--- src/common/nbody_pkg.sv ---
package nbody_pkg;

	// signed q16.16, 16 integer bits and 16 fraction bits
	typedef logic signed [31:0] fix_t;

	// one spatial vector, x in the top word
	typedef struct packed {
		fix_t x;
		fix_t y;
		fix_t z;
	} vec3_t;

	// full body record as stored in the table
	typedef struct packed {
		vec3_t pos;
		vec3_t vel;
		vec3_t acc;
	} body_rec_t;

	// which half of the euler step a stage performs
	typedef enum logic {
		VEL_STAGE,
		POS_STAGE
	} stage_kind_t;

	// cur + rate * dt with dt = 2^-shift
	// arithmetic shift rounds toward minus infinity, sum wraps at 32 bits
	function automatic fix_t fix_advance(fix_t cur, fix_t rate, int shift);
		return cur + (rate >>> shift);
	endfunction

	// same rule applied per component
	function automatic vec3_t vec_advance(vec3_t cur, vec3_t rate, int shift);
		vec3_t res;
		res.x = fix_advance(cur.x, rate.x, shift);
		res.y = fix_advance(cur.y, rate.y, shift);
		res.z = fix_advance(cur.z, rate.z, shift);
		return res;
	endfunction

endpackage

--- src/common/body_mem_pkg.sv ---
package body_mem_pkg;

	import nbody_pkg::*;

	// 16 body records
	localparam int BODY_IDX_W = 4;

	typedef logic [BODY_IDX_W-1:0] body_idx_t;

	// per-vector write enables
	typedef struct packed {
		logic pos;
		logic vel;
		logic acc;
	} field_mask_t;

	// one access to the body table
	// mask and wdata only matter when write is set
	typedef struct packed {
		logic        valid;
		logic        write;
		body_idx_t   idx;
		field_mask_t mask;
		body_rec_t   wdata;
	} mem_req_t;

	// peers sharing the table, listed by priority
	typedef enum logic [1:0] {
		REQ_HOST,
		REQ_POS,
		REQ_VEL
	} req_id_t;

endpackage

--- src/logic/body_mem.sv ---
`timescale 1ns/10ps

module body_mem
	import nbody_pkg::*;
	import body_mem_pkg::*;
(
	input  logic      CLK,
	input  logic      RESET,
	input  mem_req_t  req_i,
	output body_rec_t rdata_o
);

	// record table, contents undefined until loaded
	body_rec_t mem [2**BODY_IDX_W];

	always_ff @(posedge CLK)
	begin
		// masked write, untouched vectors keep their value
		if (req_i.valid && req_i.write)
		begin
			if (req_i.mask.pos)
				mem[req_i.idx].pos <= req_i.wdata.pos;
			if (req_i.mask.vel)
				mem[req_i.idx].vel <= req_i.wdata.vel;
			if (req_i.mask.acc)
				mem[req_i.idx].acc <= req_i.wdata.acc;
		end
		// read data lands one cycle after the request
		if (req_i.valid && !req_i.write)
			rdata_o <= mem[req_i.idx];
	end

	// no requester should ever issue a write that changes nothing
	a_write_has_mask : assert property (
		@(posedge CLK) disable iff (RESET)
		(req_i.valid && req_i.write) |-> (req_i.mask != '0)
	);

endmodule

--- config.mk ---
export PLATFORM = sky130hd
export DESIGN_NAME = body_mem
export DESIGN_NICKNAME = d
export VERILOG_FILES = /design/src/common/nbody_pkg.sv /design/src/common/body_mem_pkg.sv /design/src/logic/body_mem.sv
export SDC_FILE = /design/constraint.sdc
export NUM_CORES = 2
export LEC_CHECK = 0
export BUFFER_PORTS_ARGS = -buffer_cell sky130_fd_sc_hd__buf_2
export CAP_MARGIN = 25
export CORE_MARGIN = 5
export CORE_UTILIZATION = 45
export DETAILED_ROUTE_END_ITERATION = 10
export PLACE_DENSITY = 0.6
export SYNTH_ARGS = -nofsm -noshare
export SYNTH_HDL_FRONTEND = slang
export SYNTH_MEMORY_MAX_BITS = 65536
export SYNTH_SLANG_ARGS = --single-unit
--- constraint.sdc ---
create_clock -name CLK -period 42.2 [get_ports CLK]
set_input_delay 4.22 -clock CLK [delete_from_list [all_inputs] [get_ports CLK]]
set_output_delay 4.22 -clock CLK [all_outputs]
set_load 0.02 [all_outputs]
==> results.txt <==
* Total core area: roughly 400000 um^2
- The worst-case IR drop observed on VDD is 0.04263 mV.
- Broken down by cell family, the worst path's largest delay share belongs to buffers and inverters.
- Headroom to the max-slew limit came out at 0.02966.
* Worst Setup Slack post-DPL: 31660 ps
- Count of state elements after synthesis: about 4900
- Ports placed on the boundary: between 500 and 600
- After clock tree synthesis, the clock-pin slew on the worst setup and hold paths is 60 ps.
- Initial DRT Pass Iterations: 6
- The via count of the first global-routing pass is 86410.
- # DRC: 0
- Startpoint types: input port
- For this run, the slowest stage of the critical path takes 830 ps.
- The first global-routing pass estimated 632600 um of wire.
- Sorting the synthesized cells by area gives the leading types as sky130_fd_sc_hd__edfxtp_1, sky130_fd_sc_hd__mux4_2, sky130_fd_sc_hd__a22oi_1.
- The clock passes through at most 4 buffers.
- Clock tree synthesis found a total of 4896 sinks.
- Synth Instances: 7374
- Summed over all cells, the static leakage comes to 0.06451 uW.
* Type of the most critical hold path: flop to flop
* YS warnings: 0
- Port buffering added about 600 buffers.
- The die is 643.7 um wide.
- Clock period minus final worst setup slack: 9154 ps
* Top fanout value on the critical path: between 50 and 60
- On the final layout, the worst hold slack is 706.1 ps.
* Die Outline Area: about 410000 um^2
- CTS HTree Levels: 5
- Largest net degree at the start of global routing: 141
- Sequential area share after synthesis: 0.8136
- Clock skew on the completed layout was measured at 53.19 ps.
* Highest-delay cell along the critical path: sky130_fd_sc_hd__buf_4
- Tightest Pin Transition: 1456 ps
- Most instantiated cells after synthesis: sky130_fd_sc_hd__edfxtp_1, sky130_fd_sc_hd__mux4_2, sky130_fd_sc_hd__a22oi_1
* Per-instance average area after synthesis: 24.50 um^2
* DRT antenna net count: 0
* Postcts setup bufs: 0
- Total number of nets in the final design: 8483
- CTS tree: built
* Path type of the worst setup path: input port to flop
- Relative to the synthesized area, the layout overhead comes to 13.70%.
- The later pin in the worst-skew pair is clocked with a latency of 1000 ps.
- Category of the worst setup path capture point: flop
* Final-layout setup total negative slack: 0 ps
* Most frequently used cell type in the post-synthesis netlist: sky130_fd_sc_hd__edfxtp_1
* Total power density per cell area: between 40 and 50 nW/um^2
- Total of fill cells in the finished design: 30620
- Hold buffers post-CTS: 0
- Counting distinct cell types in the post-synthesis netlist gives 18.
* Initial detailed-routing violation count: 8331
- Critical Path AT: 9880 ps
* Unrepaired setup endpoints after global routing: false
- Fraction of layout cells with a size suffix above 1: 0.2991
* Total routed wirelength: between 400000 and 500000 um
- Across all setup checks in the final design, the least slack found is 33050 ps.
* Floorplan die height: about 640 um
* Fmax: approximately 0.11 GHz
- The mapped netlist covers around 180000 um^2.
* Largest area contributor in the netlist: sky130_fd_sc_hd__edfxtp_1
- Share of the cycle needed by the critical path after routing: 0.2169
- In the final routed layout, each cell accounts on average for 31.79 um.
* Total via count after detailed routing: 82300
- The tool flagged a number of max-cap violations equal to 0.
- Global route overflow: 0
- The final-report hold violation count is 0.
- Among all flip-flop cells after synthesis, the most frequent one is sky130_fd_sc_hd__edfxtp_1.
- Number of vias per cell after detailed routing: 5.925
- Once the clock tree was built, the resizer swapped 0 gates to a different size.
- Weighted congestion reported at the end of routability-driven placement: 0.7098
* Starting utilization of the core area: 0.4521
- Detailed placement finished with a half-perimeter wire length of 200900 um.
- Number of slew-limit violations in the final report: 0
- Rows: 232
- Tot GR Track Use: 0.2106
* CP most frequent cell: sky130_fd_sc_hd__buf_4
- The flow ran to the end, and the final reports show no timing, DRC or antenna violations.
* Buffers and inverters on the worst path: 7
- The share of synthesized area in the top cell type comes to 0.8136.
* Number of enable-type register cells in the synthesized netlist: a little under 5000
- Net count of the mapped netlist: 7673
- The initial antenna violation count came to 141.
- List of cells traversed by the critical path: buf_12 > buf_4 > buf_4 > buf_4 > buf_4 > buf_4 > buf_4 > mux4_2 > a22oi_1 > nand2_1
- Number of clock buffers inserted by TritonCTS: 481
* Clock root buffer: sky130_fd_sc_hd__clkbuf_16
* Worst endpoint required time: 42920 ps
- Number of setup violations in the final report: 0
- Async set-reset flop share out of synthesis: 0
-- worst register-to-register path, cell delays in order (launching register included) --
cell and delay, ps:
sky130_fd_sc_hd__edfxtp_1 350, sky130_fd_sc_hd__mux4_2 470, sky130_fd_sc_hd__a22oi_1 250, sky130_fd_sc_hd__nand2_1 180
-- area by class of cell --
cell class	instances	area, um^2	area share
clock buffer	594	12630	0.06148
antenna	54	135.1	0.0006577
tap	5265	6588	0.03206
sequential	4896	147000	0.7156
multi-input combinational	2081	31990	0.1557
timing repair buffer	724	4740	0.02307
clock inverter	275	2349	0.01143
-- per-layer routing --
layer	part of all wire	track usage	up-vias
met5	0.00070	0	-
met4	0.030	0.05801	52
met3	0.065	0.03653	735
met2	0.51	0.3583	2876
met1	0.40	0.2821	44990
li1	-	-	33640
-- flip-flops by register name (all words and copies together) (netlist names) --
name,count
mem,4608
rdata_o,288
-- where the power goes --
part	internal [uW]	leakage [uW]	switching (uW)
Clock	2300	0.00729	1780
Combinational	151	0.0130	248
Sequential	5400	0.0442	14.3
Total	7850	0.0645	2050
-- cells by family after synthesis --
logic type	after synthesis	share of synthesized area
mux	1152	0.1436
buf+inv	397	0.01101
flops	4896	0.8136
simple gates	353	0.007852
compound gates	576	0.02393
-- layout by cell type, fill, tap and decap left out, drive strengths merged, types with 10 or more instances in the layout --
master    instances
buf             724
edfxtp         4896
bufinv           30
clkinvlp         10
clkinv          222
diode            54
nand2           290
nor3             33
clkbuf          594
mux4           1152
a22oi           576
inv              13
-- worst paths after layout --
path,start,end,slack (ps),cells past startpoint
worst max register to register,mem[3][144]$_DFFE_PP_,rdata_o[144]$_DFFE_PP_,40680,3
worst min register to register,mem[15][128]$_DFFE_PP_,rdata_o[128]$_DFFE_PP_,710,3
worst max-delay path,req_i[291],rdata_o[230]$_DFFE_PP_,33050,10
worst min-delay path,mem[15][128]$_DFFE_PP_,rdata_o[128]$_DFFE_PP_,710,3
-- through the flow --
| step | total power, uW | instance area, um^2 | cells | utilization |
|---|---|---|---|---|
| global placement | 5911 | 190200 | 12960 | 0.4759 |
| CTS | 9996 | 205200 | 13830 | 0.5134 |
| global route | 10230 | 205400 | 13860 | 0.5138 |
| finish | 9898 | 205500 | 13890 | 0.5140 |
| floorplan | 5765 | 180700 | 7374 | - |
| detailed placement | 5924 | 190200 | 12960 | 0.4759 |
(Power assumes the default switching activity.)
