## config.mk

```make
export PLATFORM = sky130hd
export DESIGN_NAME = mem_arbiter
export DESIGN_NICKNAME = d
export VERILOG_FILES = /design/src/common/nbody_pkg.sv /design/src/common/body_mem_pkg.sv /design/src/logic/mem_arbiter.sv
export SDC_FILE = /design/constraint.sdc
export NUM_CORES = 1
export LEC_CHECK = 0
export ABC_AREA = 0
export BUFFER_PORTS_ARGS = -buffer_cell sky130_fd_sc_hd__clkbuf_2
export CORE_AREA = 2 2 686 688
export DETAILED_ROUTE_END_ITERATION = 16
export DIE_AREA = 0 0 688 690
export GPL_TIMING_DRIVEN = 0
export HOLD_SLACK_MARGIN = 0.08
export PLACE_DENSITY = 0.3
export SYNTH_ARGS = -nofsm -noshare
export SYNTH_HDL_FRONTEND = slang
export SYNTH_SLANG_ARGS = --single-unit
```

## constraint.sdc

```tcl
create_clock -name CLK -period 1.9 [get_ports CLK]
set_input_delay 0.38 -clock CLK [delete_from_list [all_inputs] [get_ports CLK]]
set_output_delay 0.38 -clock CLK [all_outputs]
set_load 0.01 [all_outputs]
```

## src/common/nbody_pkg.sv

```systemverilog
package nbody_pkg;

	// signed q16.16, 16 integer bits and 16 fraction bits
	typedef logic signed [31:0] fix_t;

	// one spatial vector, x in the top word
	typedef struct packed {
		fix_t x;
		fix_t y;
		fix_t z;
	} vec3_t;

	// full body record as stored in the table
	typedef struct packed {
		vec3_t pos;
		vec3_t vel;
		vec3_t acc;
	} body_rec_t;

	// which half of the euler step a stage performs
	typedef enum logic {
		VEL_STAGE,
		POS_STAGE
	} stage_kind_t;

	// cur + rate * dt with dt = 2^-shift
	// arithmetic shift rounds toward minus infinity, sum wraps at 32 bits
	function automatic fix_t fix_advance(fix_t cur, fix_t rate, int shift);
		return cur + (rate >>> shift);
	endfunction

	// same rule applied per component
	function automatic vec3_t vec_advance(vec3_t cur, vec3_t rate, int shift);
		vec3_t res;
		res.x = fix_advance(cur.x, rate.x, shift);
		res.y = fix_advance(cur.y, rate.y, shift);
		res.z = fix_advance(cur.z, rate.z, shift);
		return res;
	endfunction

endpackage

```

## src/common/body_mem_pkg.sv

```systemverilog
package body_mem_pkg;

	import nbody_pkg::*;

	// 16 body records
	localparam int BODY_IDX_W = 4;

	typedef logic [BODY_IDX_W-1:0] body_idx_t;

	// per-vector write enables
	typedef struct packed {
		logic pos;
		logic vel;
		logic acc;
	} field_mask_t;

	// one access to the body table
	// mask and wdata only matter when write is set
	typedef struct packed {
		logic        valid;
		logic        write;
		body_idx_t   idx;
		field_mask_t mask;
		body_rec_t   wdata;
	} mem_req_t;

	// peers sharing the table, listed by priority
	typedef enum logic [1:0] {
		REQ_HOST,
		REQ_POS,
		REQ_VEL
	} req_id_t;

endpackage

```

## src/logic/mem_arbiter.sv

```systemverilog
`timescale 1ns/10ps

module mem_arbiter
	import nbody_pkg::*;
	import body_mem_pkg::*;
(
	input  logic      CLK,
	input  logic      RESET,
	input  mem_req_t  host_req_i,
	input  mem_req_t  pos_req_i,
	input  mem_req_t  vel_req_i,
	output logic      pos_gnt_o,
	output logic      vel_gnt_o,
	output mem_req_t  mem_req_o,
	input  body_rec_t mem_rdata_i,
	output logic      host_rvalid_o,
	output logic      pos_rvalid_o,
	output logic      vel_rvalid_o,
	output body_rec_t rdata_o
);

	req_id_t sel_id;
	req_id_t rd_id;
	logic    rd_pend;

	// fixed priority, host > pos > vel
	// host never waits, so it has no grant line
	always_comb
	begin
		mem_req_o = '0;
		sel_id    = REQ_HOST;
		pos_gnt_o = 1'b0;
		vel_gnt_o = 1'b0;
		if (host_req_i.valid)
			mem_req_o = host_req_i;
		else if (pos_req_i.valid)
		begin
			mem_req_o = pos_req_i;
			sel_id    = REQ_POS;
			pos_gnt_o = 1'b1;
		end
		else if (vel_req_i.valid)
		begin
			mem_req_o = vel_req_i;
			sel_id    = REQ_VEL;
			vel_gnt_o = 1'b1;
		end
	end

	// remember who read, data comes back next cycle
	always_ff @(posedge CLK)
	begin
		if (RESET)
			rd_pend <= 1'b0;
		else
			rd_pend <= mem_req_o.valid && !mem_req_o.write;
	end

	always_ff @(posedge CLK)
	begin
		rd_id <= sel_id;
	end

	// steer the single return strobe
	assign host_rvalid_o = rd_pend && (rd_id == REQ_HOST);
	assign pos_rvalid_o  = rd_pend && (rd_id == REQ_POS);
	assign vel_rvalid_o  = rd_pend && (rd_id == REQ_VEL);

	// read bus is shared, rvalid tells each peer when it is theirs
	assign rdata_o = mem_rdata_i;

	// a vel request left waiting stays as it was
	a_vel_req_held : assert property (
		@(posedge CLK) disable iff (RESET)
		(vel_req_i.valid && !vel_gnt_o) |=> $stable(vel_req_i)
	);

	// host traffic only while both stages are quiet
	a_host_alone : assert property (
		@(posedge CLK) disable iff (RESET)
		host_req_i.valid |-> !(pos_req_i.valid || vel_req_i.valid)
	);

endmodule

```

==> metrics list <==
- For this run, the register share of the synthesized area comes to 0.00753.
- Hold violation total from the final report: 0
- The synthesized design contains 0 enable-type register cells.
- Share of the synthesized area in the top cell type: 0.284
- Fraction of layout instances using a drive strength above 1: 0.795
- STA puts the critical path data required time at 1.52 ns.
- Sinks on Clock Net: 3
* Most used standard cell by instance count after synthesis: buf_4
- The number of pins with negative max-slew slack in the final report is 0.
- Ranking of synthesized cells by area: buf_4 28%, a22oi_1 28%, o21ai_1 17%, nand2_1 14%, buf_6 4.0%
- H-tree level count: 1
* Share of async-settable or async-resettable flops after synthesis: 0
- The flow ran to the end, but the final reports show violations.
- Clock tree root buffer cell: clkbuf_16
* Place WS: -2.80 ns
- For the pin with the worst max-slew slack, the measured transition is 1.07 ns.
* Top fanout value on the critical path: 10
- Cell area after synthesis: 7970 um2
- Overall fraction of global-route tracks in use: 0.166
- For the final routed database, the setup TNS stands at -130.37 ns.
- Synthesis produced a netlist whose cell count is 1,325.
- Remaining global-route overflow: 0
- Summed over all layers, the routed wires come to 414,000 um.
- Count of different cell masters after synthesis: 16
- Syn-to-layout area delta: 258%
- GPL Wtd Cong: 1.07
- Maxcap violations: 0
* Vert. Die Dim: 690 um
- Sum of internal, switching and leakage power: 9.06 mW
* Post-synth top area cell: buf_4
* Die outline width: 688 um
- Fillcell total: 55,662
- Maximum number of pins on one net before global-route repair: 12
* Kind of critical path: in2out
- The Yosys step of the flow raised 0 warnings.
- The tightest hold path in the finished design has a slack of 0.378 ns.
- Setup repair after global routing could not meet its margin everywhere.
- Ranking of synthesized cells by instance count: 302 x buf_4, 295 x nand2_1, 293 x a22oi_1
* Clock tree from TritonCTS: done
- Net count of the mapped netlist: 2,506
- Min cycle time layout: 2.67 ns
* Boundary Pins: 1,771
- STA classifies the critical path startpoint as an input port.
- Setup slack on the critical path of the routed design comes to -0.770 ns.
- The core region is 467,000 um2.
* Initial Util: 0.0171
- Based on the critical path, the design can be clocked at up to 0.375 GHz.
* Crit path arrival time: 2.29 ns
- In this run the worst hold path is classified as in2reg.
- The number of global-route vias before repair came to 17,763.
- The final route contains 20,617 vias.
* Fin crit share: 1.41
- Sort of element at the end of the critical path: output port
* DRC violation count after routing: 0
* Post-DP HPWL: 395,000 um
- First-pass GRT wire length: 449,000 um
- Total die area: 475,000 um2
- The most used flip-flop cell after synthesis is dfxtp_1.
* Reg clk slew, reported paths: 0.03 ns
- Dividing the synthesized area by the synthesized cell count gives 6.02 um2.
- The number of antenna violations at the first check in global routing was 592.
* Final net count: 4,116
* Headroom to the max-slew limit: 0.284
- Number of synthesized register bits: 3
* Standard-cell row count: 251
- Power spread over the standard cell area amounts to 318 nW/um2.
- Remaining antenna violation count: 0
- The longest clock path from root to sink contains 2 buffers.
- Count of buffers from port buffering: 1,480
* Number of buffers inserted during clock tree synthesis: 3
- Setup Viol. Count Final: 299
* Detailed-route vias per instance: 2.23
* Leakage dissipation: 11.6 nW
- The pre-antenna-repair detailed-routing pass consisted of 6 iterations.
- DRC violation total after the first TritonRoute iteration: 1,739
- IR analysis of the VDD net gives a maximum drop of 0.106 mV.
* Routed wire per std cell: 44.7 um
- The final reports fail on setup timing.
layout by cell type (no fill, tap or decap), drive strengths merged:
master     n
nand2    295
nor2b      4
clkbuf  1362
a22oi    293
or3        1
nor3b      4
nand3b     1
dfxtp      3
a21oi      4
buf      667
diode    128
and3b      4
bufbuf     1
o21ai    295
kinds of logic (layout without fill, tap and decap cells):
logic type / after synthesis / in the layout / synth area share
simple gates: 309 / 309 / 0.152
other cells: 0 / 128 / 0
flops: 3 / 3 / 0.00753
compound gates: 592 / 592 / 0.464
buf+inv: 421 / 2030 / 0.377
worst paths after layout:
check / start / endpoint / slack [ns] / cells past startpoint
setup / recovery: vel_req_i[296] / mem_req_o[63] / -0.77 / 8
hold / removal: RESET / rd_pend$_SDFF_PP0_ / 0.38 / 2
per-stage QoR:
stage	area [um2]	utilization	instances
2_1_floorplan	7970	-	1325
5_1_grt	28300	0.0607	9170
3_5_place_dp	23600	0.0507	9033
4_1_cts	25700	0.0551	9056
3_3_place_gp	23100	0.0496	9003
6_report	28500	0.0611	9260
power breakdown:
| group | switching, mW | total (mW) | internal (mW) |
|---|---|---|---|
| sequential | 0.00194 | 0.0690 | 0.0671 |
| clock | 0.0559 | 0.333 | 0.277 |
| combinational | 5.51 | 8.66 | 3.15 |
registers in the layout (all words and copies together) (netlist names):
signal / flops
rd_id: 2
rd_pend: 1
metal layers:
| metal | track usage | part of all wire |
|---|---|---|
| met5 | 0 | 0.0062 |
| met4 | 0.0188 | 0.025 |
| met3 | 0.119 | 0.16 |
| met2 | 0.285 | 0.47 |
| met1 | 0.166 | 0.34 |
worst max-delay path: stages:
cell and delay (ns):
clkbuf_16 0.15, nor2b_4 0.14, buf_12 0.14, buf_16 0.15, buf_6 0.17, a22oi_2 0.77
o21ai_4 0.12, buf_8 0.18
cell type report:
cell class                 count  area (um2)  area share
sequential                     3        60.1     0.00210
antenna                      128         320      0.0112
multi-input combinational    901        6590       0.231
timing repair buffer        1612       10100       0.355
clock buffer                   4        78.8     0.00276
buffer                       414        3590       0.126
tap                         6198        7750       0.272
what timing repair did:
action	4_1_cts	5_1_grt
hold buffers	0	0
setup buffers	18	74
gates resized for setup	414	657
pin swaps	38	107
gates cloned	1	9
setup endpoints to repair	301	299
No activity file was read; power rests on OpenSTA's default activity.
