<file path="src/common/nbody_pkg.sv">
package nbody_pkg;

	// signed q16.16, 16 integer bits and 16 fraction bits
	typedef logic signed [31:0] fix_t;

	// one spatial vector, x in the top word
	typedef struct packed {
		fix_t x;
		fix_t y;
		fix_t z;
	} vec3_t;

	// full body record as stored in the table
	typedef struct packed {
		vec3_t pos;
		vec3_t vel;
		vec3_t acc;
	} body_rec_t;

	// which half of the euler step a stage performs
	typedef enum logic {
		VEL_STAGE,
		POS_STAGE
	} stage_kind_t;

	// cur + rate * dt with dt = 2^-shift
	// arithmetic shift rounds toward minus infinity, sum wraps at 32 bits
	function automatic fix_t fix_advance(fix_t cur, fix_t rate, int shift);
		return cur + (rate >>> shift);
	endfunction

	// same rule applied per component
	function automatic vec3_t vec_advance(vec3_t cur, vec3_t rate, int shift);
		vec3_t res;
		res.x = fix_advance(cur.x, rate.x, shift);
		res.y = fix_advance(cur.y, rate.y, shift);
		res.z = fix_advance(cur.z, rate.z, shift);
		return res;
	endfunction

endpackage

</file>
<file path="src/common/body_mem_pkg.sv">
package body_mem_pkg;

	import nbody_pkg::*;

	// 16 body records
	localparam int BODY_IDX_W = 4;

	typedef logic [BODY_IDX_W-1:0] body_idx_t;

	// per-vector write enables
	typedef struct packed {
		logic pos;
		logic vel;
		logic acc;
	} field_mask_t;

	// one access to the body table
	// mask and wdata only matter when write is set
	typedef struct packed {
		logic        valid;
		logic        write;
		body_idx_t   idx;
		field_mask_t mask;
		body_rec_t   wdata;
	} mem_req_t;

	// peers sharing the table, listed by priority
	typedef enum logic [1:0] {
		REQ_HOST,
		REQ_POS,
		REQ_VEL
	} req_id_t;

endpackage

</file>
<file path="src/integrator/step_sequencer.sv">
`timescale 1ns/10ps

module step_sequencer
	import body_mem_pkg::*;
(
	input  logic                CLK,
	input  logic                RESET,
	input  logic                start_i,
	input  logic [BODY_IDX_W:0] body_count_i,
	output logic                busy_o,
	output logic                done_o,
	output logic                vel_launch_o,
	output body_idx_t           vel_idx_o,
	input  logic                vel_busy_i,
	input  logic                vel_done_i,
	input  body_idx_t           vel_done_idx_i,
	output logic                pos_launch_o,
	output body_idx_t           pos_idx_o,
	input  logic                pos_busy_i,
	input  logic                pos_done_i,
	input  body_idx_t           pos_done_idx_i
);

	logic [BODY_IDX_W:0] count_q;
	logic [BODY_IDX_W:0] next_idx;
	logic                pend_valid;
	logic                pend_valid_d;
	body_idx_t           pend_idx;
	body_idx_t           pend_idx_d;
	logic                pos_free;
	logic                last_done;

	assign pos_free = !pos_busy_i;

	// pending body goes first, else a fresh vel result goes straight through
	assign pos_launch_o = pos_free && (pend_valid || vel_done_i);
	assign pos_idx_o    = pend_valid ? pend_idx : vel_done_idx_i;

	// one-entry slot between the stages
	always_comb
	begin
		pend_valid_d = pend_valid;
		pend_idx_d   = pend_idx;
		if (pend_valid && pos_free)
		begin
			// slot drains, a new vel result may refill it
			pend_valid_d = vel_done_i;
			pend_idx_d   = vel_done_idx_i;
		end
		else if (!pend_valid && vel_done_i && !pos_free)
		begin
			pend_valid_d = 1'b1;
			pend_idx_d   = vel_done_idx_i;
		end
	end

	// hold off vel launches while the slot is or is about to be full
	assign vel_launch_o = busy_o && (next_idx < count_q) && !vel_busy_i && !pend_valid_d;
	assign vel_idx_o    = next_idx[BODY_IDX_W-1:0];

	// bodies finish in order, so the last pos write ends the step
	assign last_done = pos_done_i && ({1'b0, pos_done_idx_i} == count_q - 1'b1);

	always_ff @(posedge CLK)
	begin
		if (RESET)
		begin
			busy_o     <= 1'b0;
			done_o     <= 1'b0;
			pend_valid <= 1'b0;
		end
		else
		begin
			done_o     <= 1'b0;
			pend_valid <= pend_valid_d;
			if (start_i && !busy_o)
			begin
				count_q  <= body_count_i;
				next_idx <= '0;
				// empty table finishes at once
				if (body_count_i == '0)
					done_o <= 1'b1;
				else
					busy_o <= 1'b1;
			end
			else if (busy_o)
			begin
				if (vel_launch_o)
					next_idx <= next_idx + 1'b1;
				if (last_done)
				begin
					busy_o <= 1'b0;
					done_o <= 1'b1;
				end
			end
		end
	end

	always_ff @(posedge CLK)
	begin
		pend_idx <= pend_idx_d;
	end

	// a vel result never arrives with nowhere to go
	a_no_lost_body : assert property (
		@(posedge CLK) disable iff (RESET)
		vel_done_i |-> (!pend_valid || pos_free)
	);

endmodule

</file>
<file path="config.mk">
export PLATFORM = sky130hd
export DESIGN_NAME = step_sequencer
export DESIGN_NICKNAME = d
export VERILOG_FILES = /design/src/common/nbody_pkg.sv /design/src/common/body_mem_pkg.sv /design/src/integrator/step_sequencer.sv
export SDC_FILE = /design/constraint.sdc
export NUM_CORES = 1
export LEC_CHECK = 0
export ABC_AREA = 1
export BUFFER_PORTS_ARGS = -buffer_cell sky130_fd_sc_hd__buf_2
export CORE_MARGIN = 2
export CORE_UTILIZATION = 30
export CTS_BUF_LIST = sky130_fd_sc_hd__clkbuf_4
export CTS_CLUSTER_DIAMETER = 120
export CTS_CLUSTER_SIZE = 12
export DETAILED_ROUTE_END_ITERATION = 8
export SLEW_MARGIN = 20
export SYNTH_ARGS = -nofsm -noshare
export SYNTH_HDL_FRONTEND = slang
export SYNTH_SLANG_ARGS = --single-unit
export TNS_END_PERCENT = 5
</file>
<file path="constraint.sdc">
create_clock -name CLK -period 1.5 [get_ports CLK]
set_clock_uncertainty 0.05 [all_clocks]
set_input_delay 0.075 -clock CLK [delete_from_list [all_inputs] [get_ports CLK]]
set_output_delay 0.075 -clock CLK [all_outputs]
set_load 0.05 [all_outputs]
</file>
==> metrics.txt, run 1 <==
# TYPE chip_impl_metric gauge
chip_impl_metric{name="max_freq",unit="GHz"} 0.537
chip_impl_metric{name="maxCapViolCount",unit=""} 0
chip_impl_info{name="final_common_cell",value="nand2_1"} 1
chip_impl_metric{name="fin_tns_setup",unit="ps"} -1130
chip_impl_metric{name="postLayoutSetupSlackWorst",unit="ps"} -364
chip_impl_metric{name="multiInputGateArea",unit="sq um"} 507
chip_impl_metric{name="crit_buf_inv",unit=""} 3
chip_impl_metric{name="num-fill-cells",unit=""} 334
chip_impl_metric{name="finalPower",unit="mW"} 1.12
chip_impl_info{name="yosys-top-cells-area",value="edfxtp_1 (41%), nand2_1 (16%), ha_1 (7.3%)"} 1
chip_impl_info{name="layout.cells.most_common_list",value="nand2_1 (41), buf_2 (30), nor2_1 (17), buf_4 (17), inv_1 (16)"} 1
chip_impl_metric{name="numCtsBuffers",unit=""} 3
chip_impl_metric{name="peakVddDrop",unit="uV"} 422
chip_impl_metric{name="power_leakage",unit="nW"} 0.774
chip_impl_metric{name="synth-seq-cells",unit=""} 17
chip_impl_info{name="timing.critical_path.slowest_stage_cell",value="edfxtp_1"} 1
chip_impl_metric{name="detailedRoute.firstIterationViolations",unit=""} 26
chip_impl_metric{name="grt_pass1_wl",unit="mm"} 3.66
chip_impl_metric{name="floorplan.core_area",unit="sq mm"} 0.00334
chip_impl_metric{name="placed_area",unit="sq mm"} 0.00134
chip_impl_metric{name="initial_core_utilization",unit="%"} 31.0
chip_impl_metric{name="die_width",unit="um"} 62.7
chip_impl_info{name="synth-main-ff-cell",value="edfxtp_1"} 1
chip_impl_metric{name="grt_remaining_overflow",unit=""} 0
chip_impl_info{name="timing.hold.worst.class",value="in2reg"} 1
chip_impl_metric{name="syn_inst",unit=""} 132
chip_impl_metric{name="grt_max_degree",unit=""} 11
chip_impl_metric{name="synth_warnings",unit=""} 0
chip_impl_metric{name="power.density",unit="mW/mm^2"} 729
chip_impl_metric{name="yosys.area_share.simple",unit="%"} 29.5
chip_impl_metric{name="die_height",unit="um"} 62.7
chip_impl_metric{name="postSynthNetCount",unit=""} 158
chip_impl_metric{name="tritoncts_num_sinks",unit=""} 17
chip_impl_metric{name="tightest_slew",unit="ps"} 359
chip_impl_metric{name="slew_headroom",unit="%"} 76.0
chip_impl_metric{name="sequential_cell_area",unit="sq um"} 480
chip_impl_metric{name="cell_area_after_synthesis",unit="sq mm"} 0.00103
chip_impl_metric{name="share_of_the_yosys_chip_area_belonging_to_registers",unit="%"} 46.4
chip_impl_metric{name="final_layout_size_suffix_gt1_share",unit="%"} 35.4
chip_impl_info{name="critPathKind",value="reg2out"} 1
chip_impl_metric{name="synth_area_per_cell",unit="sq um"} 7.84
chip_impl_metric{name="synth_cell_types",unit=""} 21
chip_impl_metric{name="finalHoldWorstSlack",unit="ps"} 22.6
chip_impl_metric{name="htree_num_levels",unit=""} 1
chip_impl_metric{name="layout_worst_path_cycle_share",unit="%"} 124
chip_impl_metric{name="floorplan.die_area",unit="sq mm"} 0.00394
chip_impl_metric{name="gp_congestion",unit=""} 0.783
chip_impl_metric{name="setup-violations-final",unit=""} 6
chip_impl_metric{name="insertedDiodeCount",unit=""} 0
chip_impl_metric{name="globalRouteTotalUtil",unit="%"} 11.6
chip_impl_metric{name="critical-path-max-stage-delay",unit="ps"} 420
chip_impl_metric{name="finalInstanceArea",unit="sq mm"} 0.00154
chip_impl_metric{name="drt-total-wl",unit="mm"} 2.35
chip_impl_metric{name="number_of_enable_flip_flop_cells_after_synthesis",unit=""} 14
chip_impl_metric{name="route.detailed.drc",unit=""} 0
chip_impl_info{name="dominant_combinational_cell_family_by_area_after_synthesis",value="simple AND/OR/NAND/NOR gates"} 1
chip_impl_info{name="run_status",value="complete, but fails checks"} 1
chip_impl_info{name="rsz_0062_raised_after_global_routing",value="true"} 1
chip_impl_metric{name="yosys.area_share.adder",unit="%"} 7.26
chip_impl_metric{name="drt_first_pass_iters",unit=""} 4
chip_impl_metric{name="max_fo_critical_path",unit=""} 2
chip_impl_metric{name="first_global_vias",unit=""} 917
chip_impl_metric{name="vias_per_cell",unit=""} 4.16
chip_impl_metric{name="antenna_found_initial",unit=""} 0
chip_impl_metric{name="post_synth_xor_area_fraction",unit="%"} 2.54
chip_impl_metric{name="worst_ep_required_time",unit="ps"} 1370
chip_impl_metric{name="insertion_delay",unit="ps"} 290
chip_impl_metric{name="port_buffers",unit=""} 31
chip_impl_info{name="cp_cell_sequence",value="inv_2 -> ha_4 -> nand2_2 -> nor2_1 -> nand2_1 -> nand4_1 -> buf_4 -> nor3_4 -> buf_6"} 1
chip_impl_info{name="cts_tree",value="done"} 1
chip_impl_metric{name="fp-row-count",unit=""} 21
chip_impl_metric{name="reg2reg_slack",unit="ps"} -160
chip_impl_metric{name="ctsLongestPathBuffers",unit=""} 2
chip_impl_info{name="path_delay_family",value="buffers and inverters"} 1
chip_impl_metric{name="detailroute.via_count",unit=""} 977
chip_impl_metric{name="routed_wire_length_per_instance",unit="um"} 10.0
chip_impl_metric{name="finalHoldViolCount",unit=""} 0
chip_impl_info{name="failed_checks",value="negative setup slack"} 1
chip_impl_info{name="clock_tree.root_cell",value="clkbuf_4"} 1
chip_impl_info{name="yosys.area.top_type",value="edfxtp_1"} 1
chip_impl_metric{name="post-synth-top-area-fraction",unit="%"} 40.6
chip_impl_metric{name="min_period",unit="ps"} 1860
chip_impl_metric{name="timing.final.max_slew_violations",unit=""} 0
chip_impl_metric{name="postSynth.asyncResetShare",unit="%"} 0
chip_impl_metric{name="area_growth",unit="%"} 48.9
chip_impl_info{name="end_kind",value="output port"} 1
chip_impl_metric{name="clk_pin_slew_worst_paths",unit="ps"} 100
chip_impl_info{name="critical_path_start_type",value="register"} 1
chip_impl_metric{name="hpwl",unit="mm"} 1.85
chip_impl_metric{name="layout.nets",unit=""} 216
chip_impl_metric{name="yosys-mux-area-fraction",unit="%"} 0
chip_impl_metric{name="ant_nets",unit=""} 0
chip_impl_metric{name="crit_arrival",unit="ps"} 1740
chip_impl_metric{name="synth_compound_area_share",unit="%"} 3.26
chip_impl_metric{name="num_io_pins",unit=""} 32
==> report_power, final <==
part | switching (mW) | internal, mW | total, mW
Sequential | 0.0174 | 0.542 | 0.560
Combinational | 0.194 | 0.129 | 0.323
Clock | 0.141 | 0.0990 | 0.240
Total | 0.352 | 0.770 | 1.12
==> layout make-up <==
type / instances / share of cell area (%)
Multi-Input combinational cell: 89 / 32.9
Sequential cell: 17 / 31.2
Timing Repair Buffer: 58 / 25.3
Inverter: 21 / 5.12
Tap cell: 46 / 3.74
Clock buffer: 3 / 1.46
Clock inverter: 1 / 0.325
==> final timing paths <==
check,start,endpoint,cells after the start
worst max-delay path,count_q[4],vel_launch_o,9
worst min-delay path,start_i,busy_o,3
worst max register to register,count_q[4],next_idx[0],9
worst min register to register,busy_o,busy_o,2
==> through the flow <==
step	worst slack, ps	cells	util (%)
after floorplan	-194	132	-
after global placement	-131	219	40.1
after detailed placement	-189	219	40.1
after CTS	-415	233	44.5
after global routing	-475	235	46.2
final	-364	235	46.2
==> flip-flops by register name, summed over array words and instances, names as in the netlist <==
name        flops
count_q         5
next_idx        5
pend_idx        4
busy_o          1
done_o          1
pend_valid      1
==> routing by layer <==
| metal | part of all wire (%) | up-vias | global-route usage, % |
|---|---|---|---|
| met5 | 0 | - | 0 |
| met4 | 0 | 0 | 4.17 |
| met3 | 4.8 | 0 | 1.98 |
| met2 | 51 | 31 | 20.2 |
| met1 | 44 | 419 | 14.3 |
| li1 | - | 527 | - |
==> cells in the mapped netlist (2+ instances only) <==
cell type and n:
nand2_1 43, inv_1 18, nor2_1 17, edfxtp_1 14, nand3_1 7, ha_1 6, buf_4 4, dfxtp_1 3
inv_2 3, a21oi_1 2, nand4_1 2, nor3_1 2, o21ai_0 2, xor2_1 2
==> kinds of logic after synthesis <==
group,after synthesis
xor+xnor,3
buf+inv,26
compound gates,6
fa+ha+maj,6
simple gates,74
flops,17
==> worst reg2reg max path, cell delays in order (launching register included) <==
cell and delay [ps]:
edfxtp_1 420, inv_2 90, ha_4 200, nand2_2 70
nor2_1 50, nand2_1 50, nand4_1 120, nor2_1 110
nand3_1 90, nand2_2 120
==> what timing repair did <==
item / in CTS / in global routing
hold buffers: 10 / 0
pin swaps: 4 / 3
buffers inserted: 0 / 2
hold endpoints to repair: 11 / 0
setup endpoints to repair: 8 / 8
resized for setup: 4 / 5
(Power assumes the default switching activity.)
==> inputs of run 2 (changes only) <==
--- a/config.mk
+++ b/config.mk
@@ -8,11 +8,12 @@
 export ABC_AREA = 1
 export BUFFER_PORTS_ARGS = -buffer_cell sky130_fd_sc_hd__buf_2
 export CORE_MARGIN = 2
-export CORE_UTILIZATION = 30
+export CORE_UTILIZATION = 40
 export CTS_BUF_LIST = sky130_fd_sc_hd__clkbuf_4
 export CTS_CLUSTER_DIAMETER = 120
 export CTS_CLUSTER_SIZE = 12
 export DETAILED_ROUTE_END_ITERATION = 8
+export PLACE_DENSITY = 0.67
 export SLEW_MARGIN = 20
 export SYNTH_ARGS = -nofsm -noshare
 export SYNTH_HDL_FRONTEND = slang
==> metrics.txt, run 2 (synthesis results as in run 1) <==
# TYPE chip_impl_metric gauge
chip_impl_info{name="failed_checks",value="negative setup slack"} 1
chip_impl_metric{name="ant_nets",unit=""} 0
chip_impl_info{name="critical_path_start_type",value="register"} 1
chip_impl_metric{name="setup-violations-final",unit=""} 6
chip_impl_metric{name="ctsLongestPathBuffers",unit=""} 2
chip_impl_metric{name="multiInputGateArea",unit="sq um"} 515
chip_impl_info{name="highest_layer_used_for_signal_routing",value="met4"} 1
chip_impl_metric{name="crit_buf_inv",unit=""} 3
chip_impl_metric{name="floorplan.core_area",unit="sq mm"} 0.00245
chip_impl_metric{name="place_worst_setup_slack",unit="ps"} -170
chip_impl_metric{name="antenna_found_initial",unit=""} 0
chip_impl_metric{name="finalPower",unit="mW"} 1.15
chip_impl_metric{name="wl_met3",unit="um"} 93
chip_impl_metric{name="drt-total-wl",unit="mm"} 2.31
chip_impl_metric{name="min_delay_path_depth",unit=""} 3
chip_impl_metric{name="maxCapViolCount",unit=""} 0
chip_impl_info{name="cts_tree",value="done"} 1
chip_impl_metric{name="critical-path-max-stage-delay",unit="ps"} 420
chip_impl_metric{name="postLayoutSetupSlackWorst",unit="ps"} -385
chip_impl_metric{name="total_switching_power",unit="uW"} 352
chip_impl_metric{name="max_fo_critical_path",unit=""} 2
chip_impl_metric{name="grt_remaining_overflow",unit=""} 0
chip_impl_metric{name="numCtsBuffers",unit=""} 3
chip_impl_metric{name="worst_ep_required_time",unit="ps"} 1370
chip_impl_metric{name="wl_met2",unit="mm"} 1.24
chip_impl_metric{name="power.density",unit="mW/mm^2"} 745
chip_impl_info{name="top_regs",value="count_q: 5 flops, next_idx: 5 flops, pend_idx: 4 flops"} 1
chip_impl_metric{name="detailedRoute.firstIterationViolations",unit=""} 7
chip_impl_metric{name="initial_core_utilization",unit="%"} 42.2
chip_impl_metric{name="area_growth",unit="%"} 49.5
chip_impl_metric{name="fp-row-count",unit=""} 18
chip_impl_info{name="path_delay_family",value="buffers and inverters"} 1
chip_impl_metric{name="hpwl",unit="mm"} 1.75
chip_impl_metric{name="drt_first_pass_iters",unit=""} 4
chip_impl_metric{name="die_height",unit="um"} 54.9
chip_impl_metric{name="share_clk_of_total_power",unit="%"} 22.6
chip_impl_metric{name="crit_arrival",unit="ps"} 1760
chip_impl_metric{name="globalRouteTotalUtil",unit="%"} 16.3
chip_impl_info{name="run_status",value="complete, but fails checks"} 1
chip_impl_metric{name="peakVddDrop",unit="uV"} 728
chip_impl_metric{name="layout_worst_path_cycle_share",unit="%"} 126
chip_impl_metric{name="max_freq",unit="GHz"} 0.531
chip_impl_metric{name="met1_length",unit="um"} 942
chip_impl_metric{name="grt_max_degree",unit=""} 10
chip_impl_info{name="cp_cell_sequence",value="inv_2 -> ha_4 -> a21oi_2 -> nand4_1 -> buf_4 -> nor3_4 -> buf_6"} 1
chip_impl_info{name="layout.cells.most_common_list",value="nand2_1 (40), buf_2 (27), buf_4 (18)"} 1
chip_impl_metric{name="routed_wire_length_per_instance",unit="um"} 10.5
chip_impl_info{name="critPathKind",value="reg2out"} 1
chip_impl_metric{name="route.detailed.drc",unit=""} 0
chip_impl_metric{name="slew_headroom",unit="%"} 76.7
chip_impl_metric{name="gp_congestion",unit=""} 0.788
chip_impl_metric{name="num-fill-cells",unit=""} 223
chip_impl_metric{name="finalHoldViolCount",unit=""} 0
chip_impl_info{name="clock_tree.root_cell",value="clkbuf_4"} 1
chip_impl_metric{name="detailroute.via_count",unit=""} 1004
chip_impl_metric{name="floorplan.die_area",unit="sq mm"} 0.00301
chip_impl_metric{name="crit_cells",unit=""} 7
chip_impl_metric{name="num_io_pins",unit=""} 32
chip_impl_metric{name="insertion_delay",unit="ps"} 290
chip_impl_info{name="end_kind",value="output port"} 1
chip_impl_metric{name="port_buffers",unit=""} 31
chip_impl_metric{name="die_width",unit="um"} 54.9
chip_impl_metric{name="tritoncts_num_sinks",unit=""} 17
chip_impl_metric{name="final_layout_size_suffix_gt1_share",unit="%"} 37.4
chip_impl_metric{name="sequential_cell_area",unit="sq um"} 480
chip_impl_metric{name="timing.final.max_slew_violations",unit=""} 0
chip_impl_metric{name="tightest_slew",unit="ps"} 348
chip_impl_metric{name="grt_pass1_wl",unit="mm"} 3.38
chip_impl_info{name="timing.critical_path.slowest_stage_cell",value="edfxtp_1"} 1
chip_impl_info{name="timing.hold.worst.class",value="in2reg"} 1
chip_impl_info{name="final_common_cell",value="nand2_1"} 1
chip_impl_metric{name="clk_pin_slew_worst_paths",unit="ps"} 90
chip_impl_metric{name="htree_num_levels",unit=""} 1
chip_impl_metric{name="r2r.worst_path.cells",unit=""} 7
chip_impl_metric{name="first_global_vias",unit=""} 895
chip_impl_metric{name="power_leakage",unit="nW"} 0.782
chip_impl_metric{name="power.internal",unit="uW"} 800
chip_impl_metric{name="layout.nets",unit=""} 217
chip_impl_metric{name="vias_per_cell",unit=""} 4.56
chip_impl_metric{name="share_seq_of_total_power",unit="%"} 48.5
chip_impl_info{name="rsz_0062_raised_after_global_routing",value="true"} 1
chip_impl_metric{name="min_period",unit="ps"} 1880
chip_impl_metric{name="netSwitchingFraction",unit="%"} 30.6
chip_impl_metric{name="insertedDiodeCount",unit=""} 0
chip_impl_metric{name="power.share.combinational",unit="%"} 28.9
[run 2: path summary, 6_finish.rpt]
path / startpoint / end / slack [ps]
max: count_q[4] / vel_launch_o / -380
min reg2reg: busy_o / busy_o / 610
max reg2reg: count_q[4] / next_idx[2] / -160
min: start_i / busy_o / 40
[run 2: power groups by stage]
stage / clock, mW / combinational, mW / sequential, mW
floorplan: 0 / 0.181 / 0.574
global placement: 0 / 0.277 / 0.567
detailed placement: 0 / 0.283 / 0.568
CTS: 0.269 / 0.313 / 0.558
global route: 0.275 / 0.365 / 0.562
finish: 0.260 / 0.333 / 0.559
[run 2: area by class of cell]
cell class	instances	share of cell area (%)
Clock buffer	4	1.94
Timing Repair Buffer	59	26.1
Inverter	21	5.10
Tap cell	30	2.43
Multi-Input combinational cell	89	33.3
Sequential cell	17	31.1
[run 2: worst min-delay path: cells and delay by family]
kind                   cells  cell delay [ps]
AOI/OAI and AO/OA          1               80
buffers and inverters      1               90
and+or+nand+nor            1              110
[run 2: metal layers]
metal | vias up | GRT usage, %
met3 | 4 | 1.64
met5 | - | 0
li1 | 528 | -
met1 | 448 | 17.0
met2 | 24 | 31.7
met4 | 0 | 7.50
[run 2: repair_timing]
action                     in CTS  in global routing
hold buffers                   10                  0
gates resized for setup         3                 12
pin swaps                       2                  3
setup endpoints to repair       8                 11
hold endpoints to repair       11                  0
buffers inserted                4                  0
[run 2: through the flow]
stage	utilization (%)	std cells	TNS [ps]	area (sq um)	hold slack, ps
2_1_floorplan	-	132	-1070	1050	87.4
3_3_place_gp	53.4	202	-786	1310	215
3_5_place_dp	53.4	202	-1010	1310	219
4_1_cts	60.7	220	-1320	1490	43.2
5_1_grt	63.0	220	-1980	1550	73.3
6_report	63.0	220	-1170	1550	43.5
